===== src/hw/sd_hub_pkg.sv =====
//////////////////////////////////////////////////
// SD card SPI hub shared types
// byte and divider widths, host and engine structs, FSM states
//////////////////////////////////////////////////
`default_nettype none

package sd_hub_pkg;

	typedef logic [7:0] sd_byte_t;
	typedef logic [7:0] div_cnt_t;

	// host side request and answer
	typedef struct packed {
		logic     req;
		sd_byte_t data;
	} sd_xfer_req_t;

	typedef struct packed {
		logic     ack;
		sd_byte_t data;
	} sd_xfer_rsp_t;

	// owner is 0 for zx, 1 for avr
	typedef struct packed {
		logic     start;
		sd_byte_t data;
		logic     owner;
	} sd_cmd_t;

	typedef struct packed {
		logic     done;
		sd_byte_t data;
		logic     owner;
	} sd_done_t;

	typedef enum logic [1:0] {mux_idle, mux_busy, mux_wait_drop} mux_state_e;
	typedef enum logic [1:0] {eng_idle, eng_low, eng_high} eng_state_e;

endpackage

`default_nettype wire

===== src/hw/sd_spi_hub.sv =====
//////////////////////////////////////////////////
// SD card SPI hub top: host mux, shifter
// and reply port wired to the card pins
//////////////////////////////////////////////////
`timescale 1ns/1ps
`default_nettype none

module sd_spi_hub #(
	parameter int unsigned CLK_DIV = 2
) (
	input  logic                     fclk,
	input  logic                     rst,
	// zx port side
	input  sd_hub_pkg::sd_xfer_req_t zx_req,
	output sd_hub_pkg::sd_xfer_rsp_t zx_rsp,
	input  logic                     zx_cs_val,
	input  logic                     zx_cs_stb,
	// avr side
	input  sd_hub_pkg::sd_xfer_req_t avr_req,
	output sd_hub_pkg::sd_xfer_rsp_t avr_rsp,
	input  logic                     avr_lock_claim,
	output logic                     avr_lock_grant,
	input  logic                     avr_cs_n,
	// card pins
	output logic                     sdcs_n,
	output logic                     sdclk,
	output logic                     sddo,
	input  logic                     sddi
);
	import sd_hub_pkg::*;

	sd_cmd_t  cmd;
	sd_done_t done;

	sd_host_mux u_host_mux (
		.fclk          (fclk          ),
		.rst           (rst           ),
		.zx_req        (zx_req        ),
		.avr_req       (avr_req       ),
		.zx_cs_val     (zx_cs_val     ),
		.zx_cs_stb     (zx_cs_stb     ),
		.avr_lock_claim(avr_lock_claim),
		.avr_cs_n      (avr_cs_n      ),
		.zx_ack        (zx_rsp.ack    ),
		.avr_ack       (avr_rsp.ack   ),
		.avr_lock_grant(avr_lock_grant),
		.sdcs_n        (sdcs_n        ),
		.cmd           (cmd           )
	);

	spi_shift_engine #(.CLK_DIV(CLK_DIV)) u_shift_engine (
		.fclk (fclk ),
		.rst  (rst  ),
		.cmd  (cmd  ),
		.sddi (sddi ),
		.sdclk(sdclk),
		.sddo (sddo ),
		.done (done )
	);

	sd_reply_port u_reply_port (
		.fclk      (fclk       ),
		.rst       (rst        ),
		.done      (done       ),
		.zx_req_on (zx_req.req ),
		.avr_req_on(avr_req.req),
		.zx_rsp    (zx_rsp     ),
		.avr_rsp   (avr_rsp    )
	);

endmodule

`default_nettype wire


===== src/hw/sd_reply_port.sv =====
//////////////////////////////////////////////////
// SD hub output side: per host ack and
// received byte hold
//////////////////////////////////////////////////
`timescale 1ns/1ps
`default_nettype none

module sd_reply_port (
	input  logic                     fclk,
	input  logic                     rst,
	input  sd_hub_pkg::sd_done_t     done,
	input  logic                     zx_req_on,
	input  logic                     avr_req_on,
	output sd_hub_pkg::sd_xfer_rsp_t zx_rsp,
	output sd_hub_pkg::sd_xfer_rsp_t avr_rsp
);
	import sd_hub_pkg::*;

	// index 0 is zx, index 1 is avr
	logic [1:0] ack_q;
	logic [1:0] req_on;
	sd_byte_t   data_q [2];

	assign req_on = {avr_req_on, zx_req_on};

	always_ff @(posedge fclk)
	begin
		if (rst)
			ack_q <= '0;
		else
		begin
			for (int i = 0; i < 2; i++)
			begin
				if (done.done && (done.owner == 1'(i)))
					ack_q[i] <= 1'b1;
				// host dropped req, close the handshake
				else if (ack_q[i] && !req_on[i])
					ack_q[i] <= 1'b0;
			end
		end
	end

	always_ff @(posedge fclk)
	begin
		if (done.done)
			data_q[done.owner] <= done.data;
	end

	assign zx_rsp  = '{ack: ack_q[0], data: data_q[0]};
	assign avr_rsp = '{ack: ack_q[1], data: data_q[1]};

endmodule

`default_nettype wire


===== src/hw/spi_shift_engine.sv =====
//////////////////////////////////////////////////
// SPI mode 0 byte shifter, MSB first,
// sdclk half period of CLK_DIV fclk cycles
//////////////////////////////////////////////////
`timescale 1ns/1ps
`default_nettype none

module spi_shift_engine #(
	parameter int unsigned CLK_DIV = 2
) (
	input  logic                 fclk,
	input  logic                 rst,
	input  sd_hub_pkg::sd_cmd_t  cmd,
	input  logic                 sddi,
	output logic                 sdclk,
	output logic                 sddo,
	output sd_hub_pkg::sd_done_t done
);
	import sd_hub_pkg::*;

	localparam div_cnt_t DIV_LAST = div_cnt_t'(CLK_DIV - 1);

	eng_state_e state_q;
	div_cnt_t   div_q;
	logic [2:0] bit_cnt_q;
	logic       done_q;
	logic       owner_q;
	logic       rx_bit_q;
	sd_byte_t   sh_q;

	logic rise;
	logic fall;

	// start cycle counts as the first low cycle
	assign rise = ((state_q == eng_idle) && cmd.start && (CLK_DIV == 1)) ||
	              ((state_q == eng_low) && (div_q == DIV_LAST));
	assign fall = (state_q == eng_high) && (div_q == DIV_LAST);

	always_ff @(posedge fclk)
	begin
		if (rst)
		begin
			state_q   <= eng_idle;
			sdclk     <= 1'b0;
			div_q     <= '0;
			bit_cnt_q <= '0;
			done_q    <= 1'b0;
		end
		else
		begin
			done_q <= 1'b0;
			case (state_q)
				eng_idle:
					if (cmd.start)
					begin
						bit_cnt_q <= '0;
						if (rise)
						begin
							sdclk   <= 1'b1;
							div_q   <= '0;
							state_q <= eng_high;
						end
						else
						begin
							div_q   <= div_cnt_t'(1);
							state_q <= eng_low;
						end
					end
				eng_low:
					if (rise)
					begin
						sdclk   <= 1'b1;
						div_q   <= '0;
						state_q <= eng_high;
					end
					else
						div_q <= div_q + div_cnt_t'(1);
				eng_high:
					if (fall)
					begin
						sdclk     <= 1'b0;
						div_q     <= '0;
						bit_cnt_q <= bit_cnt_q + 3'd1;
						if (bit_cnt_q == 3'd7)
						begin
							done_q  <= 1'b1;
							state_q <= eng_idle;
						end
						else
							state_q <= eng_low;
					end
					else
						div_q <= div_q + div_cnt_t'(1);
				default:
					state_q <= eng_idle;
			endcase
		end
	end

	// shared shift register, tx out at the top, rx in at the bottom
	always_ff @(posedge fclk)
	begin
		if ((state_q == eng_idle) && cmd.start)
		begin
			sh_q    <= cmd.data;
			owner_q <= cmd.owner;
		end
		if (rise)
			rx_bit_q <= sddi;
		if (fall)
			sh_q <= {sh_q[6:0], rx_bit_q};
	end

	// first bit is already on the line in the start cycle
	assign sddo = (state_q == eng_idle) ? (cmd.start ? cmd.data[7] : 1'b1) : sh_q[7];
	assign done = '{done: done_q, data: sh_q, owner: owner_q};

endmodule

`default_nettype wire


===== src/hw/sd_host_mux.sv =====
//////////////////////////////////////////////////
// SD hub input side: avr lock, zx chip-select
// register and owner selection of byte requests
//////////////////////////////////////////////////
`timescale 1ns/1ps
`default_nettype none

module sd_host_mux (
	input  logic                     fclk,
	input  logic                     rst,
	input  sd_hub_pkg::sd_xfer_req_t zx_req,
	input  sd_hub_pkg::sd_xfer_req_t avr_req,
	input  logic                     zx_cs_val,
	input  logic                     zx_cs_stb,
	input  logic                     avr_lock_claim,
	input  logic                     avr_cs_n,
	input  logic                     zx_ack,
	input  logic                     avr_ack,
	output logic                     avr_lock_grant,
	output logic                     sdcs_n,
	output sd_hub_pkg::sd_cmd_t      cmd
);
	import sd_hub_pkg::*;

	mux_state_e state_q;
	logic       grant_q;
	logic       zx_cs_q;
	logic       start_q;
	logic       owner_q;
	sd_byte_t   data_q;

	logic zx_busy;
	logic avr_busy;
	logic zx_take;
	logic avr_take;
	logic own_ack;
	logic own_req;

	always_comb
	begin
		zx_busy  = (state_q != mux_idle) && !owner_q;
		avr_busy = (state_q != mux_idle) && owner_q;
		// zx yields while the avr is claiming, avr only runs under the lock
		zx_take  = (state_q == mux_idle) && !grant_q && !avr_lock_claim && zx_req.req;
		avr_take = (state_q == mux_idle) && grant_q && avr_lock_claim && avr_req.req;
		own_ack  = owner_q ? avr_ack : zx_ack;
		own_req  = owner_q ? avr_req.req : zx_req.req;
	end

	//////////////////////////////////////////////////
	// lock and chip select
	//////////////////////////////////////////////////

	always_ff @(posedge fclk)
	begin
		if (rst)
		begin
			grant_q <= 1'b0;
			zx_cs_q <= 1'b1;
		end
		else
		begin
			if (!grant_q && avr_lock_claim && !zx_busy)
				grant_q <= 1'b1;
			else if (grant_q && !avr_lock_claim && !avr_busy)
				grant_q <= 1'b0;

			if (zx_cs_stb)
				zx_cs_q <= zx_cs_val;
		end
	end

	assign avr_lock_grant = grant_q;
	assign sdcs_n         = grant_q ? avr_cs_n : zx_cs_q;

	//////////////////////////////////////////////////
	// request FSM
	//////////////////////////////////////////////////

	always_ff @(posedge fclk)
	begin
		if (rst)
		begin
			state_q <= mux_idle;
			start_q <= 1'b0;
		end
		else
		begin
			start_q <= zx_take || avr_take;
			case (state_q)
				mux_idle:
					if (zx_take || avr_take)
						state_q <= mux_busy;
				mux_busy:
					if (own_ack)
						state_q <= mux_wait_drop;
				// end of four-phase cycle
				mux_wait_drop:
					if (!own_req)
						state_q <= mux_idle;
				default:
					state_q <= mux_idle;
			endcase
		end
	end

	// byte and owner latched with the accepted request
	always_ff @(posedge fclk)
	begin
		if (zx_take || avr_take)
		begin
			owner_q <= avr_take;
			data_q  <= avr_take ? avr_req.data : zx_req.data;
		end
	end

	assign cmd = '{start: start_q, data: data_q, owner: owner_q};

endmodule

`default_nettype wire


===== config.mk =====
export PLATFORM = sky130hd
export DESIGN_NAME = sd_spi_hub
export DESIGN_NICKNAME = d
export VERILOG_FILES = /design/src/hw/sd_hub_pkg.sv /design/src/hw/sd_spi_hub.sv /design/src/hw/sd_reply_port.sv /design/src/hw/spi_shift_engine.sv /design/src/hw/sd_host_mux.sv
export SDC_FILE = /design/constraint.sdc
export NUM_CORES = 1
export LEC_CHECK = 0
export ABC_AREA = 1
export BUFFER_PORTS_ARGS = -buffer_cell sky130_fd_sc_hd__buf_2
export CAP_MARGIN = 20
export CORE_MARGIN = 5
export CORE_UTILIZATION = 59
export CTS_CLUSTER_DIAMETER = 200
export CTS_CLUSTER_SIZE = 12
export DETAILED_ROUTE_END_ITERATION = 6
export PLACE_DENSITY = 0.91
export SYNTH_ARGS = -nofsm -noshare
export SYNTH_HDL_FRONTEND = slang
export SYNTH_SLANG_ARGS = --single-unit

===== constraint.sdc =====
create_clock -name fclk -period 2.7 [get_ports fclk]
set_input_delay 0.54 -clock fclk [delete_from_list [all_inputs] [get_ports fclk]]
set_output_delay 0.54 -clock fclk [all_outputs]
set_load 0.02 [all_outputs]

## After elaboration in Yosys (flattened, before gate mapping)

Memories as Yosys holds them, arrays and structs flattened.
Cells that the tools add are included.

| word-level totals | value |
|---|---|
| register bits after elaboration | 41 |
| bits in writable memories | 16 |
| input port bits | 25 |
| output and inout port bits | 22 |
| word-level logic and storage cells | 115 |
| memories | 1 |

Memory list:

| name | depth | bits a word | read ports | clocked after Yosys merged registers in | write ports | line | text |
|---|---|---|---|---|---|---|---|
| u_reply_port.data_q | 2 | 8 | 2 | 0 | 1 | sd_reply_port.sv:22 | `sd_byte_t data_q [2];` |

| operators by class | value |
|---|---|
| $add $sub $neg | 2 |
| eq/ne operators | 12 |
| mux-type cells | 39 |
| bitwise logic cells | 3 |
| reduce and logical (&&, ||, !) cells | 42 |

Operators with widths:

| cell | number |
|---|---|
| two-way mux 8 bit | 6 |
| case mux 8 bit (3 select lines) | 1 |
| logical AND 1 bit | 19 |
| two-way mux 1 bit | 19 |
| two-way mux 2 bit | 7 |
| case mux 2 bit (3 select lines) | 2 |
| AND reduction 3 bit | 4 |
| nonzero test 2 bit | 6 |
| adder 8 x 1 -> 8 bit, second input constant | 1 |
| equality test 8 x 1 -> 1 bit, second input constant | 1 |
| logical NOT 1 bit | 7 |
| two-way mux 3 bit | 2 |
| != test 2 x 1 -> 1 bit, second input constant | 3 |
| != test 2 bit, second input constant | 3 |
| case mux 3 bit (2 select lines) | 1 |
| equality test 2 x 1 -> 1 bit, second input constant | 2 |
| equality test 2 bit, second input constant | 2 |
| logical NOT 2 bit | 2 |
| adder 3 x 1 -> 3 bit, second input constant | 1 |
| equality test 3 bit, second input constant | 1 |
| inverter 1 bit | 3 |
| case mux 1 bit (3 select lines) | 1 |
| nonzero test 3 bit | 1 |
| OR reduction 3 bit | 1 |
| 2 further kinds | 2 |

## Depth between registers and ports, before layout

| depth | value |
|---|---|
| depth in word-level cells | 7 |
| gate-level depth with buffers | 10 |
| gate-level depth less buffers | 10 |

## Modules after synthesis

Synthesis repeated with hierarchy kept, for this count alone.

| unflattened totals | value |
|---|---|
| cell total of the unflattened synthesis | 267 |
| area, all modules | 2563.7 sq um |

By module, submodules not included:

| module | instances | cells an instance | area each (sq um) | seq. area each (sq um) |
|---|---|---|---|---|
| spi_shift_engine | 1 | 163 | 1327.5 | 600.6 |
| sd_host_mux | 1 | 77 | 675.6 | 370.4 |
| sd_reply_port | 1 | 27 | 560.5 | 520.5 |

## Least setup slack after synthesis

Ideal clock, no wire load.

| timing path | value |
|---|---|
| path kind | register to output |
| start | register u_shift_engine.state_q[0] |
| end | output sddo |
| arrival | 1.130 ns |
| required time | 2.160 ns |
| setup slack | 1.030 ns |
| cell stages (with the launch flop) | 5 |
| buffers on the path | 0 |
| cell sequence | dfxtp_1 > inv_1 > ha_1 > nand2_1 > o22a_1 |

| between the ends | value |
|---|---|
| cells in the longest elaborated chain, start to end | 2 |

RTL lines:

| item | line | text |
|---|---|---|
| from (decl) | spi_shift_engine.sv:23 | `eng_state_e state_q;` |
| from (signal assigned) | spi_shift_engine.sv:43 | `state_q <= eng_idle;` |
| from (signal assigned) | spi_shift_engine.sv:61 | `state_q <= eng_high;` |
| from (signal assigned) | spi_shift_engine.sv:66 | `state_q <= eng_low;` |
| logical NOT 2 bit | spi_shift_engine.sv:115 | `assign sddo = (state_q == eng_idle) ? (cmd.start ? cmd.data[7] : 1'b1) : sh_q[7];` |
| two-way mux 1 bit | spi_shift_engine.sv:115 |  |
| to (decl) | sd_spi_hub.sv:27 | `output logic sddo,` |

Every way passes these cells.

## Worst setup path in the final report

Same ends and word-level chain as after synthesis.

==> metrics.md <==
| Metric | Value |
|---|---|
| Port Buffers | `46` |
| Die X | `75.6 um` |
| Setup TNS | `0 ps` |
| Grt ovf | `0` |
| Final setup viols | `0` |
| Critical path class | `reg2out` |
| VDD IR max | `469 uV` |
| Largest area contributor in the netlist | `edfxtp_1` |
| Post-DP HPWL | `3910 um` |
| FMAX | `448 MHz` |
| Top cells by area, synth | `edfxtp_1 (41%), dfxtp_1 (17%), nand2_1 (12%), ha_1 (4.9%), nor2_1 (3.4%)` |
| Post-synth EDFFs | `35` |
| Hold path endpoint | `u_shift_engine.rx_bit_q` |
| CTS sink cnt | `57` |
| Area grow syn2layout | `19.1%` |
| Min setup slack post-route | `466 ps` |
| Total Nets Final | `355` |
| Post-route cell area | `3020 um2` |
| Unrepaired setup endpoints after global routing | `no` |
| Total CTS buffers | `9` |
| First-pass GRT wire length | `8830 um` |
| Fraction of registers with async set/reset | `0%` |
| Reg2Reg Setup Slack | `880 ps` |
| Initial drt markers | `109` |
| Starting density of the core | `62.1%` |
| CTS tree | `built` |
| WP data arrival | `1690 ps` |
| Pwr/cell area | `720 nW/um2` |
| Drt total wl | `5530 um` |
| Outcome | `finished, final reports clean` |
| CTS max path bufs | `2` |
| Fill cell count | `274` |
| Worst reg2reg path depth | `4` |
| Yosys cell types | `30` |
| Critical Path End Type | `output port` |
| Via density per instance | `5.29` |
| Setup crit start kind | `flop` |
| Pre-CTS setup slack | `877 ps` |
| Post-Route Utilization | `74.0%` |
| Slew of the pin with the lowest slew margin | `730 ps` |
| Largest net degree at the start of global routing | `13` |
| Vias in the first global route | `1,887` |
| Final antenna diode count | `0` |
| Post-place instance area | `2810 um2` |
| CP required | `2160 ps` |
| Main synth FF type | `edfxtp_1` |
| Routed Antenna Nets | `0` |
| H-tree depth | `3` |
| Post-synthesis instance total | `267` |
| Share of cells above drive strength 1 | `25.5%` |
| Clock-pin slew on the worst setup and hold paths | `60 ps` |
| RR Endpoint | `u_shift_engine.sh_q[0]` |
| Crit-path max FO | `4` |
| Syn_area_per_cell | `9.50 um2` |
| Final Skew | `10.1 ps` |
| Post-CTS setup buffers | `0` |
| Initial antenna violation count | `0` |
| GR Util All Layers | `21.5%` |
| P_leak | `1.33 nW` |
| Core Region | `4090 um2` |
| # resized after CTS | `0` |
| DRT Pass-1 Iters | `4` |
| Chip height | `75.6 um` |
| Wire per inst | `14.7 um` |
| Worst skew pair latency | `330 ps` |
| Tmin final | `2230 ps` |
| CTS root buf | `clkbuf_8` |
| Syn Nets | `302` |
| Slew margin rel. | `51.2%` |
| Routability cong. | `0.786` |
| Row cnt | `23` |
| I/O pin total | `47` |
| Final period utilization | `82.7%` |
| Register area share after synthesis | `58.8%` |
| Max_cap viols | `0` |
| Ys Warns | `0` |
| Drt drc | `0` |
| CP startpoint | `u_shift_engine.state_q[0]` |
| Post-Syn Area | `2540 um2` |
| Post-synth top area share | `41.4%` |
| Reg2reg start | `u_shift_engine.state_q[0]` |
| Cts hold-fix bufs | `0` |
| Final Max Slew Viols | `0` |
| Final hold slack | `395 ps` |
| Hold depth | `1` |
| Via count | `1,984` |
| Final Hold Vio Count | `0` |
| Synth Register Bits | `57` |
| Hold_sp | `sddi` |
| Die area | `5710 um2` |
| Hold WC Path Type | `in2reg` |
[routing by layer]
metal	wire [um]	vias to the layer above	share of wire (%)	GRT usage (%)
met4	167	0	3.0	11.7
met3	463	16	8.4	5.01
li1	-	979	-	-
met1	2280	895	41	26.8
met5	0	-	0	0
met2	2620	94	47	34.6
[synthesized netlist by cell type (2+ instances only)]
cell / n
nand2_1: 84
edfxtp_1: 35
nor2_1: 23
dfxtp_1: 22
inv_1: 21
nand3_1: 13
a21oi_1: 10
ha_1: 10
o21ai_0: 8
inv_2: 7
nand2_2: 6
nand2_4: 3
nand4_1: 3
buf_2: 2
buf_4: 2
nor2_2: 2
nor2_4: 2
xor2_1: 2
[flip-flops by register name (all words and copies together) (netlist names)]
signal                     flops
u_reply_port.data_q           16
u_host_mux.data_q              8
u_shift_engine.div_q           8
u_shift_engine.sh_q            8
u_shift_engine.bit_cnt_q       3
u_host_mux.state_q             2
u_reply_port.ack_q             2
u_shift_engine.state_q         2
u_host_mux.avr_lock_grant      1
u_host_mux.owner_q             1
u_host_mux.start_q             1
u_host_mux.zx_cs_q             1
u_shift_engine.done_q          1
u_shift_engine.owner_q         1
u_shift_engine.rx_bit_q        1
u_shift_engine.sdclk           1
[critical path, stage by stage, from the launching register on]
cell     delay (ps)
dfxtp_1         340
inv_1           150
ha_1            310
nand2_1         200
o22a_1          210
buf_2           160
[where the power goes]
| part | total, mW | internal (mW) | leakage (nW) | switching, mW |
|---|---|---|---|---|
| clock network | 0.870 | 0.541 | 0.108 | 0.329 |
| registers | 1.01 | 0.972 | 0.498 | 0.0369 |
| logic | 0.297 | 0.103 | 0.725 | 0.194 |
[layout by cell type, fill, tap and decap left out, types with 2 or more instances in the layout]
cell type and n:
nand2_2 6, nor2_1 23, xor2_1 2, nand2_4 3, nand2_1 84, clkbuf_1 2, o21ai_0 8, clkinv_1 2
a21oi_1 10, inv_2 7, dfxtp_1 22, ha_1 10, buf_2 46, edfxtp_1 35, bufinv_16 2, nor2_4 2
clkbuf_8 10, nand3_1 13, nor2_2 2, inv_1 21, nand4_1 3
[stage by stage]
| step | instances | power [mW] |
|---|---|---|
| after floorplan | 267 | 1.23 |
| after global placement | 359 | 1.30 |
| after detailed placement | 359 | 1.31 |
| after CTS | 375 | 2.18 |
| after global routing | 375 | 2.25 |
| final | 375 | 2.18 |
[logic make-up after synthesis]
kind of cell    share of synthesized area, %
simple gates                            24.4
compound gates                          5.77
flops                                   58.8
xor+xnor                               0.690
fa+ha+maj                               4.93
buf+inv                                 5.42
[worst max-delay path by stage]
stage / depth (start not counted) / slack, ps / endpoint
2_1_floorplan: 4 / 1030 / sddo
3_3_place_gp: 5 / 930 / sddo
3_5_place_dp: 5 / 880 / sddo
4_1_cts: 5 / 470 / sddo
5_1_grt: 5 / 370 / sddo
6_report: 5 / 470 / sddo
[layout make-up]
type / count / area (um2) / area share, %
multi-input cells: 176 / 908 / 30.0
repair buffers: 47 / 238 / 7.86
flip-flops and latches: 57 / 1490 / 49.3
clock buffers: 12 / 145 / 4.80
inverters: 29 / 109 / 3.60
well taps: 50 / 62.6 / 2.07
clock inverters: 4 / 68.8 / 2.28
No activity file was read; power rests on OpenSTA's default activity.
